`src/common/servo_pkg.sv`:
```
`default_nettype none

package servo_pkg;

	////////////////////
	// signal widths
	////////////////////

	// raw adc sample width
	localparam int ADC_W = 16;
	// internal signal width after widening
	localparam int SIG_W = 24;
	// iir coefficients, signed fixed point
	localparam int COEF_W = 18;
	localparam int COEF_FRAC = 16;

	// raw sample pair, already deserialized
	typedef struct packed {
		logic                    valid;
		logic signed [ADC_W-1:0] ch0;
		logic signed [ADC_W-1:0] ch1;
	} adc_sample_t;

	// adc path result, all fields aligned
	typedef struct packed {
		logic                    valid;
		logic signed [SIG_W-1:0] ch0;
		logic signed [SIG_W-1:0] ch1;
		logic signed [SIG_W-1:0] diff;
	} filt_out_t;

	// first-order iir, on clear means bypass
	typedef struct packed {
		logic                     on;
		logic signed [COEF_W-1:0] a1;
		logic signed [COEF_W-1:0] b0;
		logic signed [COEF_W-1:0] b1;
	} iir_coef_t;

	////////////////////
	// slow dac frame
	////////////////////

	// dac resolution, top bits of the servo word
	localparam int DAC_DATA_W = 20;
	// write-and-update command ahead of the data
	localparam logic [3:0] DAC_HDR = 4'b0011;
	localparam int DAC_FRAME_W = $bits(DAC_HDR) + DAC_DATA_W;
	// clk1 cycles per sck half period
	localparam int SCK_HALF = 2;
	// serializer buffer depth, also the sender's credits
	localparam int DAC_CREDITS = 2;

	typedef struct packed {
		logic                    valid;
		logic signed [SIG_W-1:0] data;
	} dac_word_t;

	typedef struct packed {
		logic cs_n;
		logic sck;
		logic sdo;
	} spi_t;

endpackage

`default_nettype wire

```
`src/common/config_pkg.sv`:
```
`default_nettype none

package config_pkg;

	////////////////////
	// config word
	////////////////////

	// full width of the configuration word
	localparam int CFG_W = 128;

	// settings for one adc channel
	typedef struct packed {
		// low-pass filter coefficients
		servo_pkg::iir_coef_t coef;
		// front-end amp gain x10 select
		logic                 gainx10;
		// front-end amp power down
		logic                 power_down;
	} chan_cfg_t;

	// unused upper bits of the word
	localparam int CFG_PAD_W = CFG_W - 2 * $bits(chan_cfg_t);

	// channel 0 in the low bits
	typedef struct packed {
		logic [CFG_PAD_W-1:0] pad;
		chan_cfg_t [1:0]      ch;
	} cfg_word_t;

	////////////////////
	// front-end pins
	////////////////////

	// bit n belongs to adc channel n
	typedef struct packed {
		logic [1:0] gainx10;
		// active low shutdown
		logic [1:0] nshdn;
	} afe_ctrl_t;

endpackage

`default_nettype wire

```
`src/rtl/config_capture.sv`:
```
`timescale 1ns/100ps
`default_nettype none

module config_capture (
	input  logic                  clk1,
	input  logic                  i_rst_n,
	input  config_pkg::cfg_word_t i_cfg,
	output config_pkg::cfg_word_t o_cfg,
	output config_pkg::afe_ctrl_t o_afe
);

	// registered copy of the config word
	config_pkg::cfg_word_t cfg_q;
	// amp control pins
	config_pkg::afe_ctrl_t afe_q;

	////////////////////
	// config register
	////////////////////

	// slow config source enters clk1 through one stage
	always_ff @(posedge clk1) begin
		if (!i_rst_n) begin
			// filters come up in bypass
			cfg_q <= '0;
		end else begin
			cfg_q <= i_cfg;
		end
	end

	////////////////////
	// amp controls
	////////////////////

	// one more stage to the pins
	// reset keeps both amps shut down at gain x1
	always_ff @(posedge clk1) begin
		if (!i_rst_n) begin
			afe_q.gainx10 <= '0;
			afe_q.nshdn   <= '0;
		end else begin
			for (int i = 0; i < 2; i++) begin
				afe_q.gainx10[i] <= cfg_q.ch[i].gainx10;
				// power-down bit is the inverse of nshdn
				afe_q.nshdn[i]   <= ~cfg_q.ch[i].power_down;
			end
		end
	end

	assign o_cfg = cfg_q;
	assign o_afe = afe_q;

endmodule

`default_nettype wire

```
`config.mk`:
```
export PLATFORM = sky130hd
export DESIGN_NAME = config_capture
export DESIGN_NICKNAME = d
export VERILOG_FILES = /design/src/common/servo_pkg.sv /design/src/common/config_pkg.sv /design/src/rtl/config_capture.sv
export SDC_FILE = /design/constraint.sdc
export NUM_CORES = 1
export LEC_CHECK = 0
export BUFFER_PORTS_ARGS = -buffer_cell sky130_fd_sc_hd__buf_2
export CAP_MARGIN = 5
export CORE_MARGIN = 8
export CORE_UTILIZATION = 44
export CTS_BUF_LIST = sky130_fd_sc_hd__clkbuf_2 sky130_fd_sc_hd__clkbuf_4 sky130_fd_sc_hd__clkbuf_8
export DETAILED_ROUTE_END_ITERATION = 8
export PLACE_DENSITY = 0.86
export RECOVER_POWER = 100
export SYNTH_ARGS = -nofsm -noshare
export SYNTH_HDL_FRONTEND = slang
export SYNTH_SLANG_ARGS = --single-unit
```
`constraint.sdc`:
```
create_clock -name clk1 -period 1.05 [get_ports clk1]
set_input_delay 0.1575 -clock clk1 [delete_from_list [all_inputs] [get_ports clk1]]
set_output_delay 0.1575 -clock clk1 [all_outputs]
set_load 0.01 [all_outputs]
```
# After elaboration in Yosys (flattened, before gate mapping)
# Index checks and enable logic that the tools add are counted.
# totals
word_cells,17
regBits,132
output_inout_bits,132
in_bits,130
# classes
n_bitwise,2
# op_table
op,n
NOT 1 bit,2

# Depth between registers and ports, before layout
# Gate-level depths: netlist (run 1).
# logic_depth
ltp_word,1
mapped_depth,3
mapped_depth_nobuf,1

# Worst setup path after synthesis (run 1)
# No wires, ideal clock.
# synth_path
path_type,input-to-reg
start,input port i_rst_n
end,register cfg_q (netlist bit o_cfg[100])
arrival_time_ns,0.518
stages,3
path_buffers,2
t_required_ns,0.935
setup_slack_ns,0.417
setup_ns,0.115
cell_sequence,buf_6 buf_6 and2_1
# synth_rtl
element,line,text
start: declaration,config_capture.sv:6,"input logic i_rst_n,"
end signal: assignment,config_capture.sv:27,cfg_q <= i_cfg;
end: declaration,config_capture.sv:13,config_pkg::cfg_word_t cfg_q;
# No word-level cell between the ends.

# Worst setup path after layout (run 1)
# layout_path
start,register cfg_q (netlist bit o_cfg[75])
end,output port o_cfg[75] (netlist bit)
# layout_rtl
element,line,text
end: declaration,config_capture.sv:8,"output config_pkg::cfg_word_t o_cfg,"
# No word-level cell between the ends.

==> metrics.cfg, run 1 <==
[route]
wl_met2_um = 8930
maxUsedRoutingLayer = met4
met3_length_um = 1550
drc = 0
vias_per_cell = 4.53
drt_iter0_drc = 127
wl_per_cell_um = 21.0
routed_wl_um = 16700
ant_nets = 0
m1WireLength_um = 5470
drt_pass1_iterations = 4
via_count = 3598

[synthesis]
syn_inst = 278
synth_common_cells = dfxtp_1, and2_1, buf_6
yosys.area.top_type = dfxtp_1
async_flop_share_pct = 0
synth_area_um2 = 3590
synth_edf_count = 0
ys_seq_area_share_pct = 73.5
synth_cell_types = 5
ys.flop_type = dfxtp_1
yosys_warnings = 0
syn_avg_cell_area_um2 = 12.9
synth_top_area_share_pct = 73.5
ys_top_cells_by_area = dfxtp_1, and2_1, buf_6, buf_2, nor2b_1
syn_nets = 408
synth-seq-cells = 132
synth.most_common_cell = dfxtp_1

[die]
die_area_um2 = 11300
fp.dieW_um = 106
start_util_pct = 44.6
num_io_pins = 262
die_y_um = 106
fp-row-count = 33
coreArea_um2 = 8050

[timing]
skew_ns = 0.00712
fmax_mhz = 910
setup_ws_ns = -0.0491
finalHoldViolCount = 0
rsz0062_at_grt = true
whs_ns = 0.235
setup_viol_count_final = 6
finalMaxSlewViolations = 0
post-route-period-util_pct = 105
max_slew_margin_pct = 71.3
layout_min_cycle_time_ns = 1.10
worstMarginPinSlew_ns = 0.430

[setup_path]
required_ns = 0.89
cpLargestDelayFamily = flip-flops
crit_chain = buf_2
critPathMaxFanout = 1
crit_path_top_delay_cell = dfxtp_1
critPathArrivalTime_ns = 0.94
crit_path_end_kind = output pin
path_class = flop to output pin
path_buf_inv = 1
max_stage_delay_ns = 0.37
startpoint_type = flop

[clock_tree]
clk_pin_slew_worst_paths_ns = 0.09
numCtsBuffers = 17
cts_tree = done
cts-htree-levels = 4
cts_max_path_buffers = 2
cts_sinks = 132
insertion_delay_ns = 0.41
cts-root-buf = clkbuf_8

[grt]
grt_antenna_before_repair = 2
grt_remaining_overflow = 0
grt_usage_pct = 25.0
grt_pass1_wl_um = 21500
grt_max_degree = 75
first_global_vias = 4032

[flow_run]
maxCapViolations = 0

[power_and_ir_drop]
max-vdd-ir-drop_v = 0.00131
p_per_area_nw_per_um2 = 1590
p_leak_nw = 3.41

[outcome]
violations = setup timing
status = complete, but fails checks

[placed_design]
hpwl_um = 7790
dp_cells = 632
place_congestion = 0.714
pre_cts_slack_ns = 0.120
numPortBuffers = 261

[final_layout]
layout-drive-gt1-share_pct = 53.5
fin_nets = 805
syn_to_final_growth_pct = 101
seqCellArea_um2 = 2740
instances_no_fill = 795
multi_input_area_um2 = 826
n_fill_cell = 322

[worst_hold_path]
hp-class = primary input to flop

[final cells by class]
cell class	count	area share (%)
repair buffers	392	43.0
flip-flops and latches	132	37.9
multi-input cells	132	11.4
clock buffers	20	3.81
clock inverters	12	1.96
well taps	105	1.82
diodes	2	0.0693
[flip-flops by register name, indices dropped and copies added (netlist names)]
| name | cells |
|---|---|
| o_cfg | 128 |
| o_afe | 4 |
[final timing paths]
kind | from | end | slack (ns) | cells past startpoint
hold / removal | i_rst_n | o_cfg[71]$_SDFF_PN0_ | 0.23 | 3
setup / recovery | o_cfg[75]$_SDFF_PN0_ | o_cfg[75] | -0.05 | 1
hold reg to reg | o_cfg[0]$_SDFF_PN0_ | o_afe[0]$_SDFF_PN0_ | 0.42 | 1
setup reg to reg | o_cfg[58]$_SDFF_PN0_ | o_afe[3]$_SDFF_PN0_ | 0.34 | 2
[report_power, final]
group          internal [mW]  total, mW  switching, mW
logic                  0.954       1.56          0.604
registers               5.31       5.44          0.135
clock network           2.35       4.46           2.11
[placed cells by master, fill, tap and decap left out, drive strengths merged]
cell | synthesis | layout
dfxtp | 132 | 132
buf | 14 | 256
diode | 0 | 2
inv | 0 | 5
and2 | 130 | 130
dlygate4sd3 | 0 | 128
clkinvlp | 0 | 2
clkbuf | 0 | 28
nor2b | 2 | 2
clkinv | 0 | 3
bufinv | 0 | 2
[per-stage QoR]
| stage | utilization, % | setup TNS [ns] | cell area [um^2] | power, mW |
|---|---|---|---|---|
| 2_1_floorplan | - | 0 | 3590 | 5.84 |
| 3_3_place_gp | 61.3 | 0 | 4930 | 6.32 |
| 3_5_place_dp | 61.3 | 0 | 4930 | 6.36 |
| 4_1_cts | 83.6 | -0.00187 | 6730 | 11.1 |
| 5_1_grt | 89.7 | -0.857 | 7220 | 11.8 |
| 6_report | 89.7 | -0.113 | 7220 | 11.5 |
[routing by layer]
| metal | vias to the layer above | track usage, % |
|---|---|---|
| li1 | 1633 | - |
| met1 | 1685 | 22.2 |
| met2 | 222 | 47.0 |
| met3 | 58 | 10.5 |
| met4 | 0 | 12.7 |
| met5 | - | 0 |
[cells by family after synthesis]
family	count (synthesis)	share of synthesized area (%)
DFF	132	73.5
and+or+nand+nor	132	23.0
buffers and inverters	14	3.52
[what timing repair did]
action,in CTS,in global routing
setup buffers,0,1
gates resized for setup,29,139
setup endpoints to repair,18,94
endpoints found under the hold margin,128,0
cloned,0,0
hold buffers,128,0
No activity file was read; power rests on OpenSTA's default activity.
==> run 2, diff against run 1 <==
--- a/config.mk
+++ b/config.mk
@@ -5,13 +5,12 @@
 export SDC_FILE = /design/constraint.sdc
 export NUM_CORES = 1
 export LEC_CHECK = 0
-export BUFFER_PORTS_ARGS = -buffer_cell sky130_fd_sc_hd__buf_2
-export CAP_MARGIN = 5
-export CORE_MARGIN = 8
-export CORE_UTILIZATION = 44
+export CAP_MARGIN = 20
+export CORE_AREA = 8 8 96 98
 export CTS_BUF_LIST = sky130_fd_sc_hd__clkbuf_2 sky130_fd_sc_hd__clkbuf_4 sky130_fd_sc_hd__clkbuf_8
 export DETAILED_ROUTE_END_ITERATION = 8
-export PLACE_DENSITY = 0.86
+export DIE_AREA = 0 0 104 106
+export DONT_BUFFER_PORTS = 1
 export RECOVER_POWER = 100
 export SYNTH_ARGS = -nofsm -noshare
 export SYNTH_HDL_FRONTEND = slang
==> run 2 against run 1 <==
Compared with the run above: the run now fails in clock tree synthesis (4_1_cts); synthesized area unchanged; synthesized cell count did not move.
==> metrics.cfg, run 2 <==
[synthesis]
syn_nets = 408  ; unchanged
synth_edf_count = 0  ; unchanged
synth_top_area_share_pct = 73.5  ; unchanged
synth_cell_types = 5  ; unchanged
synth.most_common_cell = dfxtp_1
ys_top_cells_by_area = dfxtp_1, and2_1, buf_6, buf_2, nor2b_1
yosys_warnings = 0  ; unchanged
synth_common_cells = dfxtp_1, and2_1, buf_6
yosys.area.top_type = dfxtp_1
syn_inst = 278  ; unchanged
async_flop_share_pct = 0  ; unchanged
ys_seq_area_share_pct = 73.5  ; unchanged
synth_area_um2 = 3590  ; unchanged
synth-seq-cells = 132  ; unchanged
syn_avg_cell_area_um2 = 12.9  ; unchanged
ys.flop_type = dfxtp_1

[clock_tree]
cts_setup_buffers = 0  ; unchanged
numCtsBuffers = 17  ; unchanged
cts_resized = 0  ; -100%
cts-htree-levels = 4  ; unchanged
cts_sinks = 132  ; unchanged
cts-root-buf = clkbuf_8
ctsHoldBuffers = 101  ; -21%
cts_max_path_buffers = 2  ; unchanged

[die]
fp.dieW_um = 104  ; -2.2%
num_io_pins = 262  ; unchanged
die_y_um = 106  ; -0.36%
fp-row-count = 33  ; unchanged
start_util_pct = 45.8  ; +1.2 points

[placed_design]
pre_cts_slack_ns = 0.451  ; +0.331 ns
place_congestion = 0.701  ; -1.9%
dp_cells = 369  ; -42%
post_dp_cell_area_um2 = 3600  ; -27%
numPortBuffers = 0  ; -100%

[outcome]
status = did not finish
lastStage = clock tree synthesis (4_1_cts)
tool.error = [ERROR RSZ-0060] Max buffer count reached.

run 2: cell counts after synthesis:
No cell type changed its count.
run 2: through the flow:
| stage | hold slack (ns) | util (%) |
|---|---|---|
| 3_3_place_gp | 0.285 | 45.9 |
| 2_1_floorplan | 0.279 | - |
| 3_5_place_dp | 0.288 | 45.9 |
run 2: kinds of logic after synthesis:
logic type | Yosys count | synth area share (%)
flops | 132 | 73.5
simple gates | 132 | 23.0
buf+inv | 14 | 3.52
==> run 3, diff against run 2 <==
--- a/config.mk
+++ b/config.mk
@@ -6,11 +6,11 @@
 export NUM_CORES = 1
 export LEC_CHECK = 0
 export CAP_MARGIN = 20
-export CORE_AREA = 8 8 96 98
-export CTS_BUF_LIST = sky130_fd_sc_hd__clkbuf_2 sky130_fd_sc_hd__clkbuf_4 sky130_fd_sc_hd__clkbuf_8
+export CORE_MARGIN = 8
+export CORE_UTILIZATION = 40
 export DETAILED_ROUTE_END_ITERATION = 8
-export DIE_AREA = 0 0 104 106
 export DONT_BUFFER_PORTS = 1
+export PLACE_DENSITY_LB_ADDON = 0.15
 export RECOVER_POWER = 100
 export SYNTH_ARGS = -nofsm -noshare
 export SYNTH_HDL_FRONTEND = slang
==> run 3 against run 2 <==
Compared with the run above: the flow again stops in clock tree synthesis (4_1_cts); synthesized cell count unchanged; synthesized area is the same.
==> metrics.cfg, run 3 <==
[die]
num_io_pins = 262  ; unchanged
start_util_pct = 41.2  ; -4.6 points
fp.dieW_um = 111  ; +6.5%
fp-row-count = 34  ; +3.0%
die_y_um = 111  ; +4.5%

[clock_tree]
cts_sinks = 132  ; unchanged
cts_max_path_buffers = 2  ; unchanged
numCtsBuffers = 17  ; unchanged
cts-htree-levels = 4  ; unchanged
ctsHoldBuffers = 102  ; +0.99%
cts_resized = 101  ; +101
cts_setup_buffers = 0  ; unchanged
cts-root-buf = clkbuf_8

[synthesis]
yosys_warnings = 0  ; unchanged
synth.most_common_cell = dfxtp_1
async_flop_share_pct = 0  ; unchanged
synth_edf_count = 0  ; unchanged
synth_area_um2 = 3590  ; unchanged
ys_seq_area_share_pct = 73.5  ; unchanged
synth_common_cells = dfxtp_1, and2_1, buf_6
syn_avg_cell_area_um2 = 12.9  ; unchanged
ys_top_cells_by_area = dfxtp_1, and2_1, buf_6, buf_2, nor2b_1
synth_top_area_share_pct = 73.5  ; unchanged
syn_inst = 278  ; unchanged
synth-seq-cells = 132  ; unchanged
syn_nets = 408  ; unchanged
ys.flop_type = dfxtp_1
yosys.area.top_type = dfxtp_1
synth_cell_types = 5  ; unchanged

[placed_design]
dp_cells = 372  ; +0.81%
hpwl_um = 6730
place_congestion = 0.656  ; -6.4%
numPortBuffers = 0  ; unchanged
pre_cts_slack_ns = 0.449  ; -0.00188 ns

[outcome]
tool.error = [ERROR RSZ-0060] Max buffer count reached.
status = did not finish
lastStage = clock tree synthesis (4_1_cts)

-- run 3: cell counts after synthesis --
Identical to the previous run, type by type.
-- run 3: logic make-up after synthesis --
kind of cell | after synthesis | synth area share (%)
DFF | 132 | 73.5
and+or+nand+nor | 132 | 23.0
buffers and inverters | 14 | 3.52
-- run 3: stage by stage --
step                      area, um^2  hold slack (ns)  utilization [%]
after floorplan                 3590            0.279                -
after global placement          3600            0.285             41.3
after detailed placement        3600            0.288             41.3
