**config.mk**
```make
export PLATFORM = sky130hd
export DESIGN_NAME = dac_spi_serializer
export DESIGN_NICKNAME = d
export VERILOG_FILES = /design/src/common/servo_pkg.sv /design/src/dac_spi/dac_spi_serializer.sv
export SDC_FILE = /design/constraint.sdc
export NUM_CORES = 1
export LEC_CHECK = 0
export BUFFER_PORTS_ARGS = -buffer_cell sky130_fd_sc_hd__buf_4
export CAP_MARGIN = 20
export CELL_PAD_IN_SITES_DETAIL_PLACEMENT = 0
export CELL_PAD_IN_SITES_GLOBAL_PLACEMENT = 1
export CORE_AREA = 2 2 77 94
export DETAILED_ROUTE_END_ITERATION = 8
export DIE_AREA = 0 0 79 96
export MAX_ROUTING_LAYER = met4
export PLACE_DENSITY_LB_ADDON = 0.05
export SETUP_SLACK_MARGIN = 0.2
export SKIP_CTS_REPAIR_TIMING = 1
export SLEW_MARGIN = 20
export SYNTH_ARGS = -nofsm -noshare
export SYNTH_HDL_FRONTEND = slang
export SYNTH_SLANG_ARGS = --single-unit
```
**constraint.sdc**
```tcl
create_clock -name clk1 -period 3.55 [get_ports clk1]
set_input_delay 0.71 -clock clk1 [delete_from_list [all_inputs] [get_ports clk1]]
set_output_delay 0.71 -clock clk1 [all_outputs]
set_load 0.01 [all_outputs]
```
**src/common/servo_pkg.sv**
```systemverilog
`default_nettype none

package servo_pkg;

	////////////////////
	// signal widths
	////////////////////

	// raw adc sample width
	localparam int ADC_W = 16;
	// internal signal width after widening
	localparam int SIG_W = 24;
	// iir coefficients, signed fixed point
	localparam int COEF_W = 18;
	localparam int COEF_FRAC = 16;

	// raw sample pair, already deserialized
	typedef struct packed {
		logic                    valid;
		logic signed [ADC_W-1:0] ch0;
		logic signed [ADC_W-1:0] ch1;
	} adc_sample_t;

	// adc path result, all fields aligned
	typedef struct packed {
		logic                    valid;
		logic signed [SIG_W-1:0] ch0;
		logic signed [SIG_W-1:0] ch1;
		logic signed [SIG_W-1:0] diff;
	} filt_out_t;

	// first-order iir, on clear means bypass
	typedef struct packed {
		logic                     on;
		logic signed [COEF_W-1:0] a1;
		logic signed [COEF_W-1:0] b0;
		logic signed [COEF_W-1:0] b1;
	} iir_coef_t;

	////////////////////
	// slow dac frame
	////////////////////

	// dac resolution, top bits of the servo word
	localparam int DAC_DATA_W = 20;
	// write-and-update command ahead of the data
	localparam logic [3:0] DAC_HDR = 4'b0011;
	localparam int DAC_FRAME_W = $bits(DAC_HDR) + DAC_DATA_W;
	// clk1 cycles per sck half period
	localparam int SCK_HALF = 2;
	// serializer buffer depth, also the sender's credits
	localparam int DAC_CREDITS = 2;

	typedef struct packed {
		logic                    valid;
		logic signed [SIG_W-1:0] data;
	} dac_word_t;

	typedef struct packed {
		logic cs_n;
		logic sck;
		logic sdo;
	} spi_t;

endpackage

`default_nettype wire

```
**src/dac_spi/dac_spi_serializer.sv**
```systemverilog
`timescale 1ns/100ps
`default_nettype none

module dac_spi_serializer (
	input  logic                 clk1,
	input  logic                 i_rst_n,
	input  servo_pkg::dac_word_t i_dac,
	output logic                 o_credit,
	output servo_pkg::spi_t      o_spi,
	output logic                 o_ldac_n
);

	localparam int PTR_W  = (servo_pkg::DAC_CREDITS > 1) ? $clog2(servo_pkg::DAC_CREDITS) : 1;
	localparam int FILL_W = $clog2(servo_pkg::DAC_CREDITS + 1);
	localparam int HALF_W = (servo_pkg::SCK_HALF > 1) ? $clog2(servo_pkg::SCK_HALF) : 1;
	localparam int BIT_W  = $clog2(servo_pkg::DAC_FRAME_W);

	typedef enum logic [1:0] {ST_IDLE, ST_SHIFT, ST_LOAD} state_t;

	// word buffer, only the bits the dac takes
	logic [servo_pkg::DAC_DATA_W-1:0]  buf_mem [servo_pkg::DAC_CREDITS];
	logic [PTR_W-1:0]                  wr_ptr;
	logic [PTR_W-1:0]                  rd_ptr;
	logic [FILL_W-1:0]                 fill;
	logic                              push;
	logic                              pop;
	// frame shifter
	state_t                            state;
	logic [servo_pkg::DAC_FRAME_W-1:0] shreg;
	logic [HALF_W-1:0]                 half_cnt;
	logic [BIT_W-1:0]                  bit_cnt;
	logic                              half_end;
	// registered pins
	logic                              cs_n_q;
	logic                              sck_q;
	logic                              ldac_n_q;
	logic                              credit_q;

	assign push     = i_dac.valid;
	// pop only between frames
	assign pop      = (state == ST_IDLE) && (fill != '0);
	assign half_end = (half_cnt == HALF_W'(servo_pkg::SCK_HALF - 1));

	////////////////////
	// credit buffer
	////////////////////

	always_ff @(posedge clk1) begin
		if (push) begin
			buf_mem[wr_ptr] <= i_dac.data[servo_pkg::SIG_W-1 -: servo_pkg::DAC_DATA_W];
		end
	end

	always_ff @(posedge clk1) begin
		if (!i_rst_n) begin
			wr_ptr <= '0;
			rd_ptr <= '0;
			fill   <= '0;
		end else begin
			if (push) begin
				wr_ptr <= (wr_ptr == PTR_W'(servo_pkg::DAC_CREDITS - 1)) ? '0 : wr_ptr + 1'b1;
			end
			if (pop) begin
				rd_ptr <= (rd_ptr == PTR_W'(servo_pkg::DAC_CREDITS - 1)) ? '0 : rd_ptr + 1'b1;
			end
			case ({push, pop})
				2'b10:   fill <= fill + 1'b1;
				2'b01:   fill <= fill - 1'b1;
				default: fill <= fill;
			endcase
		end
	end

	////////////////////
	// frame fsm
	////////////////////

	always_ff @(posedge clk1) begin
		if (!i_rst_n) begin
			state    <= ST_IDLE;
			shreg    <= '0;
			half_cnt <= '0;
			bit_cnt  <= '0;
			cs_n_q   <= 1'b1;
			sck_q    <= 1'b0;
			ldac_n_q <= 1'b1;
			credit_q <= 1'b0;
		end else begin
			// single-cycle pulses by default
			credit_q <= 1'b0;
			ldac_n_q <= 1'b1;
			case (state)
				ST_IDLE: begin
					if (pop) begin
						// header first, then data msb first
						shreg    <= {servo_pkg::DAC_HDR, buf_mem[rd_ptr]};
						credit_q <= 1'b1;
						cs_n_q   <= 1'b0;
						sck_q    <= 1'b0;
						half_cnt <= '0;
						bit_cnt  <= '0;
						state    <= ST_SHIFT;
					end
				end
				ST_SHIFT: begin
					if (!half_end) begin
						half_cnt <= half_cnt + 1'b1;
					end else begin
						half_cnt <= '0;
						if (!sck_q) begin
							// dac samples sdo here
							sck_q <= 1'b1;
						end else begin
							sck_q <= 1'b0;
							if (bit_cnt == BIT_W'(servo_pkg::DAC_FRAME_W - 1)) begin
								cs_n_q <= 1'b1;
								state  <= ST_LOAD;
							end else begin
								// next bit goes out on the falling edge
								bit_cnt <= bit_cnt + 1'b1;
								shreg   <= {shreg[servo_pkg::DAC_FRAME_W-2:0], 1'b0};
							end
						end
					end
				end
				ST_LOAD: begin
					// latch the new code into the dac output
					ldac_n_q <= 1'b0;
					state    <= ST_IDLE;
				end
				default: state <= ST_IDLE;
			endcase
		end
	end

	assign o_spi.cs_n = cs_n_q;
	assign o_spi.sck  = sck_q;
	assign o_spi.sdo  = shreg[servo_pkg::DAC_FRAME_W-1];
	assign o_ldac_n   = ldac_n_q;
	assign o_credit   = credit_q;

	// sender overran its credits
	a_no_overflow: assert property (@(posedge clk1) disable iff (!i_rst_n)
		i_dac.valid |-> (fill < FILL_W'(servo_pkg::DAC_CREDITS)));

	// ldac only outside a frame
	a_ldac_idle: assert property (@(posedge clk1) disable iff (!i_rst_n)
		!o_ldac_n |-> o_spi.cs_n);

endmodule

`default_nettype wire

```
* Word level (Yosys, flattened, before mapping)
Memory sizes are Yosys's and may differ from the RTL's. A register that Yosys moved wholly into a read port is not among the register bits. Cells that the tools add are included. W data, S select, Z words.
Storage, ports and cells: register bits 40, memory bits (writable) 40, input bits 27, output and inout bits 5, logic and storage cells 73, memories 1
Memory list:
- buf_mem | depth 2, bits a word 20, read ports 1, clocked after memory_dff 1, write ports 1, RTL line dac_spi_serializer.sv:21 | logic [servo_pkg::DAC_DATA_W-1:0] buf_mem [servo_pkg::DAC_CREDITS];
Operators by class: add/subtract/negate cells 6, equal/unequal tests 10, muxes and demuxes 34, reduce and logical (&&, ||, !) cells 11
Operator list (count):
- $mux W24 | 4
- $pmux W24 S2 | 1
- $mux W5 | 4
- $mux W1 | 15
- $ne A2 B2 Y1 const B | 5
- $pmux W5 S2 | 1
- $reduce_and A5 Y1 | 2
- $mux W2 | 4
- $pmux W2 S2 | 2
- $pmux W1 S2 | 3
- $reduce_bool A2 Y1 | 3
- $add A5 B1 Y5 const B | 1
- $eq A5 B5 Y1 const B | 1
- $eq A2 B1 Y1 const B | 2
- $eq A2 B2 Y1 const B | 2
- $reduce_and A2 Y1 | 2
- $reduce_and A4 Y1 | 1
- $add A1 B1 Y1 const B | 3
- $reduce_and A3 Y1 | 1
- $add A2 B1 Y2 const B | 1
- $logic_not A2 Y1 | 1
- $sub A2 B1 Y2 const B | 1
- $logic_and A1 B1 Y1 | 1

* Logic depth before layout (Yosys ltp)
Gate-level depths: netlist (run 1).
depth after elaboration 5, mapped depth 8, mapped depth without buffers 7

* Worst setup path before layout (run 1)
Ideal clock, no wire load.
path kind input port to flip-flop, start point input port i_dac[24] in the netlist's numbering, end point memory buf_mem[0][0] in the netlist's numbering (enable), library setup time 397 ps, arrival time 1613 ps, data required time 3153 ps, path slack 1540 ps, cell stages on the path 2, buffers on the path 0, cell sequence inv_1 > nor2_1
Between the ends: cells in the longest elaborated chain, start to end 2
Ends and longest elaborated chain:
- start: declaration | RTL line dac_spi_serializer.sv:7 | input servo_pkg::dac_word_t i_dac,
- $mux W1 | RTL line dac_spi_serializer.sv:49 | if (push) begin
- $mux W1 (implied by the code) | RTL line dac_spi_serializer.sv:50 | buf_mem[wr_ptr] <= i_dac.data[servo_pkg::SIG_W-1 -: servo_pkg::DAC_DATA_W];
- end: declaration | RTL line dac_spi_serializer.sv:21
Every way passes these cells.

* Worst setup path after layout (run 1)
start point register fill[0], end point register fill[1]
Between the ends: cells in the longest elaborated chain, start to end 4, elaborated cells between the ends (all ways) 8, classes of those cells add/sub: 2; eq/ne: 2; mux: 1; reduce/logical: 3
Ends and longest elaborated chain:
- start: declaration | RTL line dac_spi_serializer.sv:24 | logic [FILL_W-1:0] fill;
- start signal: assignment | RTL line dac_spi_serializer.sv:67 | 2'b10: fill <= fill + 1'b1;
- start signal: assignment | RTL line dac_spi_serializer.sv:68 | 2'b01: fill <= fill - 1'b1;
- start signal: assignment | RTL line dac_spi_serializer.sv:69 | default: fill <= fill;
- $reduce_bool A2 Y1 * | RTL line dac_spi_serializer.sv:41 | assign pop = (state == ST_IDLE) && (fill != '0);
- $logic_and A1 B1 Y1 * | RTL line dac_spi_serializer.sv:41
- net pop | RTL line dac_spi_serializer.sv:26 | logic pop;
- $eq A2 B1 Y1 / $eq A2 B2 Y1 (equally long branches) | RTL line dac_spi_serializer.sv:66 | case ({push, pop})
- $pmux W2 S2 / $reduce_bool A2 Y1 (equally long branches)
Mark *: on every way through the listed nets, which the timed path passes. The rest lies on a longest branch. A chain may end at the register's enable or synchronous reset.

==> results of run 1 <==
layer usage:
| metal | up-vias | global-route usage (%) | share of wire [%] |
|---|---|---|---|
| met5 | - | - | 0 |
| li1 | 1016 | - | - |
| met1 | 918 | 18.32 | 45 |
| met4 | 0 | 7.759 | 1.6 |
| met3 | 8 | 2.908 | 2.9 |
| met2 | 26 | 25.07 | 50 |
worst reg2reg max path: stages, from the launching register on:
cell and delay, ns:
dfxtp_1 0.41, nor2_1 0.05, or3_1 0.46, inv_1 0.15, ha_1 0.27, or3_1 0.35, a21oi_1 0.13
final cells by class:
class,instances,area (µm²)
multi-input combinational,165,1100
fill,601,2978
timing repair buffer,32,240.2
tap,87,108.9
sequential,81,2022
clock buffer,13,160.2
clock inverter,3,65.06
inverter,4,15.01
per-stage QoR:
step	std cells	power (µW)	utilization, %	hold WS, ns	cell area [µm²]
CTS	385	2739	55.48	0.4496	3711
global placement	369	1978	52.11	0.4420	3486
global route	385	2862	55.48	0.4826	3711
finish	385	2689	55.48	0.4540	3711
floorplan	269	1908	-	0.4175	3266
detailed placement	369	1987	52.11	0.4439	3486
kinds of logic (layout without fill, tap and decap cells):
logic type	count (synthesis)	in the layout	synth area share, %
flip-flops	81	81	61.92
multiplexers	39	39	11.95
XOR/XNOR	6	6	1.609
AO/OA/AOI/OAI	36	36	8.199
AND/OR/NAND/NOR	82	82	11.15
adder cells (fa/ha/maj)	2	2	0.7662
buffers and inverters	23	52	4.406
cells in the final DEF, fill, tap and decap left out, types with 2 or more instances in the layout:
cell type / synthesis / layout
nand2_1: 51 / 51
dfxtp_1: 41 / 41
edfxtp_1: 40 / 40
mux2i_1: 39 / 39
buf_4: 3 / 32
o211ai_1: 21 / 21
nor2_1: 11 / 11
clkbuf_8: 0 / 9
xnor2_1: 4 / 4
o22ai_1: 4 / 4
inv_1: 3 / 3
nand2b_1: 3 / 3
nor3_1: 3 / 3
nand3_1: 3 / 3
nand4_1: 3 / 3
a21oi_1: 3 / 3
clkbuf_1: 5 / 3
or3_1: 2 / 2
xor2_1: 2 / 2
o21ai_0: 2 / 2
o221a_2: 2 / 2
ha_1: 2 / 2
bufinv_16: 0 / 2
where the power goes:
group | switching, µW | total (µW) | internal, µW
Combinational | 358 | 671 | 313
Clock | 296 | 735 | 439
Sequential | 118 | 1280 | 1170
Total | 772 | 2690 | 1920
sequential cells by signal, summed over array words and instances (netlist names), named ones only:
register  count
bit_cnt       5
o_ldac_n      1
sck_q         1
half_cnt      1
o_credit      1
state         2
shreg        24
cs_n_q        1
fill          2
rd_ptr        1
buf_mem      40
wr_ptr        1
worst paths after layout:
check            from  endpoint  slack, ns  cells past startpoint
max           fill[0]   fill[1]       1.67                      6
min          state[1]  o_ldac_n       0.45                      1
max reg2reg   fill[0]   fill[1]       1.67                      6
min reg2reg  state[1]  o_ldac_n       0.45                      1
==> impl_metrics.toml, run 1 <==
[synthesis]
syn_area_mm2 = 0.003266
ys_seq_area_share_pct = 61.92
synth_area_leaders = "edfxtp_1 (37%), dfxtp_1 (25%), mux2i_1 (12%)"
synth_top_area_cell = "edfxtp_1"
synth_edf_count = 40
synth.net_count = 298
synth_top_area_share_pct = 36.78
yosysWarnings = 0
synth_area_per_cell_um2 = 12.14
ys_types = 37
synthCells = 269
synth.ff_latch_count = 81
synth_common_cells = "nand2_1 (51), dfxtp_1 (41), edfxtp_1 (40), mux2i_1 (39), o211ai_1 (21)"
synth.most_common_cell = "nand2_1"
synth-main-ff-cell = "dfxtp_1"
async_flop_share_pct = 0

[cts]
clk_latency_ns = 0.34
cts-root-buf = "clkbuf_8"
path_clk_slew_ns = 0.08
tritoncts_num_sinks = 81
cts_tree = "built"
h-tree-depth = 3
cts_made_buffers = 9
cts_buffer_depth = 2

[floorplanning]
initial_core_util_pct = 48.82
core_mm2 = 0.006689
die_h_um = 96
die_area_mm2 = 0.007584
dieWidth_um = 79
rows = 33
io_pins = 32

[timing]
period_minus_slack_ns = 1.879
setup_tns_ns = 0
tightest_slew_ns = 0.9732
finalSetupViolCount = 0
rsz0062_at_grt = "no"
hold_viol = 0
relSlewSlack_pct = 35.12
finalCritPeriodShare_pct = 52.94
finalClockSkew_ns = 0.01023
timing.final.ws_setup_ns = 1.671
slew_viol_final = 0
max_clock_freq_mhz = 532.1

[critical_path]
cp_cell_sequence = "nor2_1 > or3_1 > inv_1 > ha_1 > or3_1 > a21oi_1"
slowest_delay_ns = 0.46
cp_slowest_cell = "or3_1"
cp_max_fo = 8
critPathKind = "reg2reg"
cp_top_family = "simple AND/OR/NAND/NOR gates"
required_ns = 3.82
critPathLaunchType = "register"
crit_buf_inv = 1
crit_arrival_ns = 2.15
end_kind = "register"
cp_common_cell = "or3_1"

[placement]
port_buffers = 27
gp_congestion = 0.7139
hpwl_um = 3063
post-place-ws_ns = 1.523

[routing]
wl_per_cell_um = 12.86
num_vias = 1968
finalWirelength_um = 4952
dr.pass1.iters = 4
ant_nets = 0
vias_per_cell = 5.112
drc = 0
drtIter0Drc = 114

[global_route]
gr-total-overflow = 0
grt_pass1_vias = 1863
grt_use_total_pct = 15.36
grt_antenna_before_repair = 0
grt_pass1_wl_um = 8652
grt_max_degree = 58

[final_layout]
insertedDiodeCount = 0
layout.nets = 322
area_delta_synth_final_pct = 13.64
drive_above_1_share_pct = 16.44

[pwr]
vdd_ir_drop_max_mv = 0.3055
power_per_cell_area_mw_per_mm2 = 724.5
p_leak_uw = 0.001360

[hold_path]
hold_class = "reg2reg"

[run]
drv_cap = 0

[status]
status = "complete, no violations"
Power figures use the tool's default switching activity.
==> run 2, diff against run 1 <==
--- a/config.mk
+++ b/config.mk
@@ -9,9 +9,9 @@
 export CAP_MARGIN = 20
 export CELL_PAD_IN_SITES_DETAIL_PLACEMENT = 0
 export CELL_PAD_IN_SITES_GLOBAL_PLACEMENT = 1
-export CORE_AREA = 2 2 77 94
+export CORE_AREA = 2 2 84 102
 export DETAILED_ROUTE_END_ITERATION = 8
-export DIE_AREA = 0 0 79 96
+export DIE_AREA = 0 0 86 104
 export MAX_ROUTING_LAYER = met4
 export PLACE_DENSITY_LB_ADDON = 0.05
 export SETUP_SLACK_MARGIN = 0.2
==> constraint.sdc (replaced) <==
create_clock -name clk1 -period 1.53 [get_ports clk1]
set_input_delay 0.306 -clock clk1 [delete_from_list [all_inputs] [get_ports clk1]]
set_output_delay 0.306 -clock clk1 [all_outputs]
set_load 0.01 [all_outputs]
==> impl_metrics.toml, run 2 (synthesis results as in run 1) <==
[status]
status = "complete, but fails checks"
violations = "setup timing"

[timing]
slew_viol_final = 0
tightest_slew_ns = 0.2685
period_minus_slack_ns = 1.541
timing.final.ws_setup_ns = -0.01129
finalClockSkew_ns = 0.01307
rsz0062_at_grt = "yes"
max_clock_freq_mhz = 648.8
setup_tns_ns = -0.01129
finalCritPeriodShare_pct = 100.7
relSlewSlack_pct = 81.59
whs_ns = 0.1328
hold_viol = 0
finalSetupViolCount = 1

[cts]
cts_tree = "built"
path_clk_slew_ns = 0.08
cts_buffer_depth = 2
cts-root-buf = "clkbuf_8"
cts_made_buffers = 9
clk_latency_ns = 0.35
tritoncts_num_sinks = 81
h-tree-depth = 3

[routing]
wl_per_cell_um = 13.10
dr.pass1.iters = 4
finalWirelength_um = 5425
num_vias = 2048
vias_per_cell = 4.947
drtIter0Drc = 83
ant_nets = 0
drc = 0

[floorplanning]
io_pins = 32
dieWidth_um = 86
initial_core_util_pct = 40.96
rows = 36
die_h_um = 104
core_mm2 = 0.007973
die_area_mm2 = 0.008944

[final_layout]
utilization_pct = 51.29
final_cells = 414
regMostFlops = "buf_mem"
final_common_cell = "nand2_1"
fillers = 727
reg_top3 = "buf_mem: 40 flops, shreg: 24 flops, bit_cnt: 5 flops"
area_delta_synth_final_pct = 25.21
drive_above_1_share_pct = 28.53
multi_input_area_mm2 = 0.001200
layout.nets = 343
final-seq-area_mm2 = 0.002031
final_cell_mix = "nand2_1 (49), buf_4 (43), edfxtp_1 (40)"
largest_reg_flops = 40
insertedDiodeCount = 0

[critical_path]
critPathKind = "reg2reg"
cp_common_cell = "or3_4"
cp_slowest_cell = "or3_4"
required_ns = 1.81
crit_arrival_ns = 1.83
critPathLaunchType = "register"
cp_top_family = "simple AND/OR/NAND/NOR gates"
cp_cell_sequence = "or3_4 > inv_4 > ha_4 > or3_4 > a21oi_2"
cp_max_fo = 3
slowest_delay_ns = 0.41
end_kind = "register"
crit_buf_inv = 1

[global_route]
grt_pass1_vias = 1989
grt_max_degree = 47
grt_antenna_before_repair = 0
grt_pass1_wl_um = 9149
gr-total-overflow = 0
grt_use_total_pct = 13.38

[placement]
gp_congestion = 0.7134
post-place-cells = 397
port_buffers = 27
hpwl_um = 3469

[pwr]
p_leak_uw = 0.001515
vdd_ir_drop_max_mv = 0.6926
power_per_cell_area_mw_per_mm2 = 1721
total_power_uw = 7036

[run]
drv_cap = 0

[hold_path]
hold_class = "in2reg"
[run 2: cell types whose count changed in the layout (fill, tap and decap cells not counted), moves of 3 or more]
cell,delta
dfxtp_2,+7
nor2_1,-3
dfxtp_1,-7
nor2_2,+3
buf_4,+11
buf_6,+4
buf_12,+6
[run 2: metrics by stage]
| stage | cell area, µm² | worst slack [ns] |
|---|---|---|
| 2_1_floorplan | 3323 | -0.06936 |
| 3_5_place_dp | 3786 | -0.07443 |
| 6_report | 4089 | -0.01129 |
| 4_1_cts | 4020 | -0.09514 |
| 3_3_place_gp | 3786 | -0.06114 |
| 5_1_grt | 4089 | -0.08712 |
[run 2: path summary, 6_finish.rpt]
path | slack, ns | depth (start not counted) | endpoint | startpoint
worst min-delay path | 0.13 | 1 | buf_mem[0][15] | i_dac[19]
worst min register to register | 0.46 | 2 | shreg[9] | shreg[9]
worst max-delay path | -0.01 | 5 | fill[1] | state[1]
worst max register to register | -0.01 | 5 | fill[1] | state[1]
[run 2: power breakdown]
part | internal [µW] | total [µW] | switching, µW
clock | 1080 | 1820 | 748
sequential | 2710 | 2930 | 219
combinational | 1200 | 2280 | 1080
[run 2: cell type report]
| cell class | instances | area share, % |
|---|---|---|
| Clock buffer | 10 | 3.121 |
| Clock inverter | 6 | 2.601 |
| Inverter | 4 | 0.4284 |
| Multi-Input combinational cell | 165 | 29.35 |
| Sequential cell | 81 | 49.66 |
| Tap cell | 95 | 2.907 |
| Timing Repair Buffer | 53 | 11.93 |
[run 2: layer usage]
metal / up-vias / GRT usage [%] / routed length (µm) / share of wire (%)
li1: 1061 / - / - / -
met1: 945 / 16.33 / 2555 / 47
met2: 31 / 20.60 / 2602 / 48
met3: 11 / 3.333 / 169 / 3.1
met4: 0 / 6.463 / 97 / 1.8
met5: - / - / 0 / 0
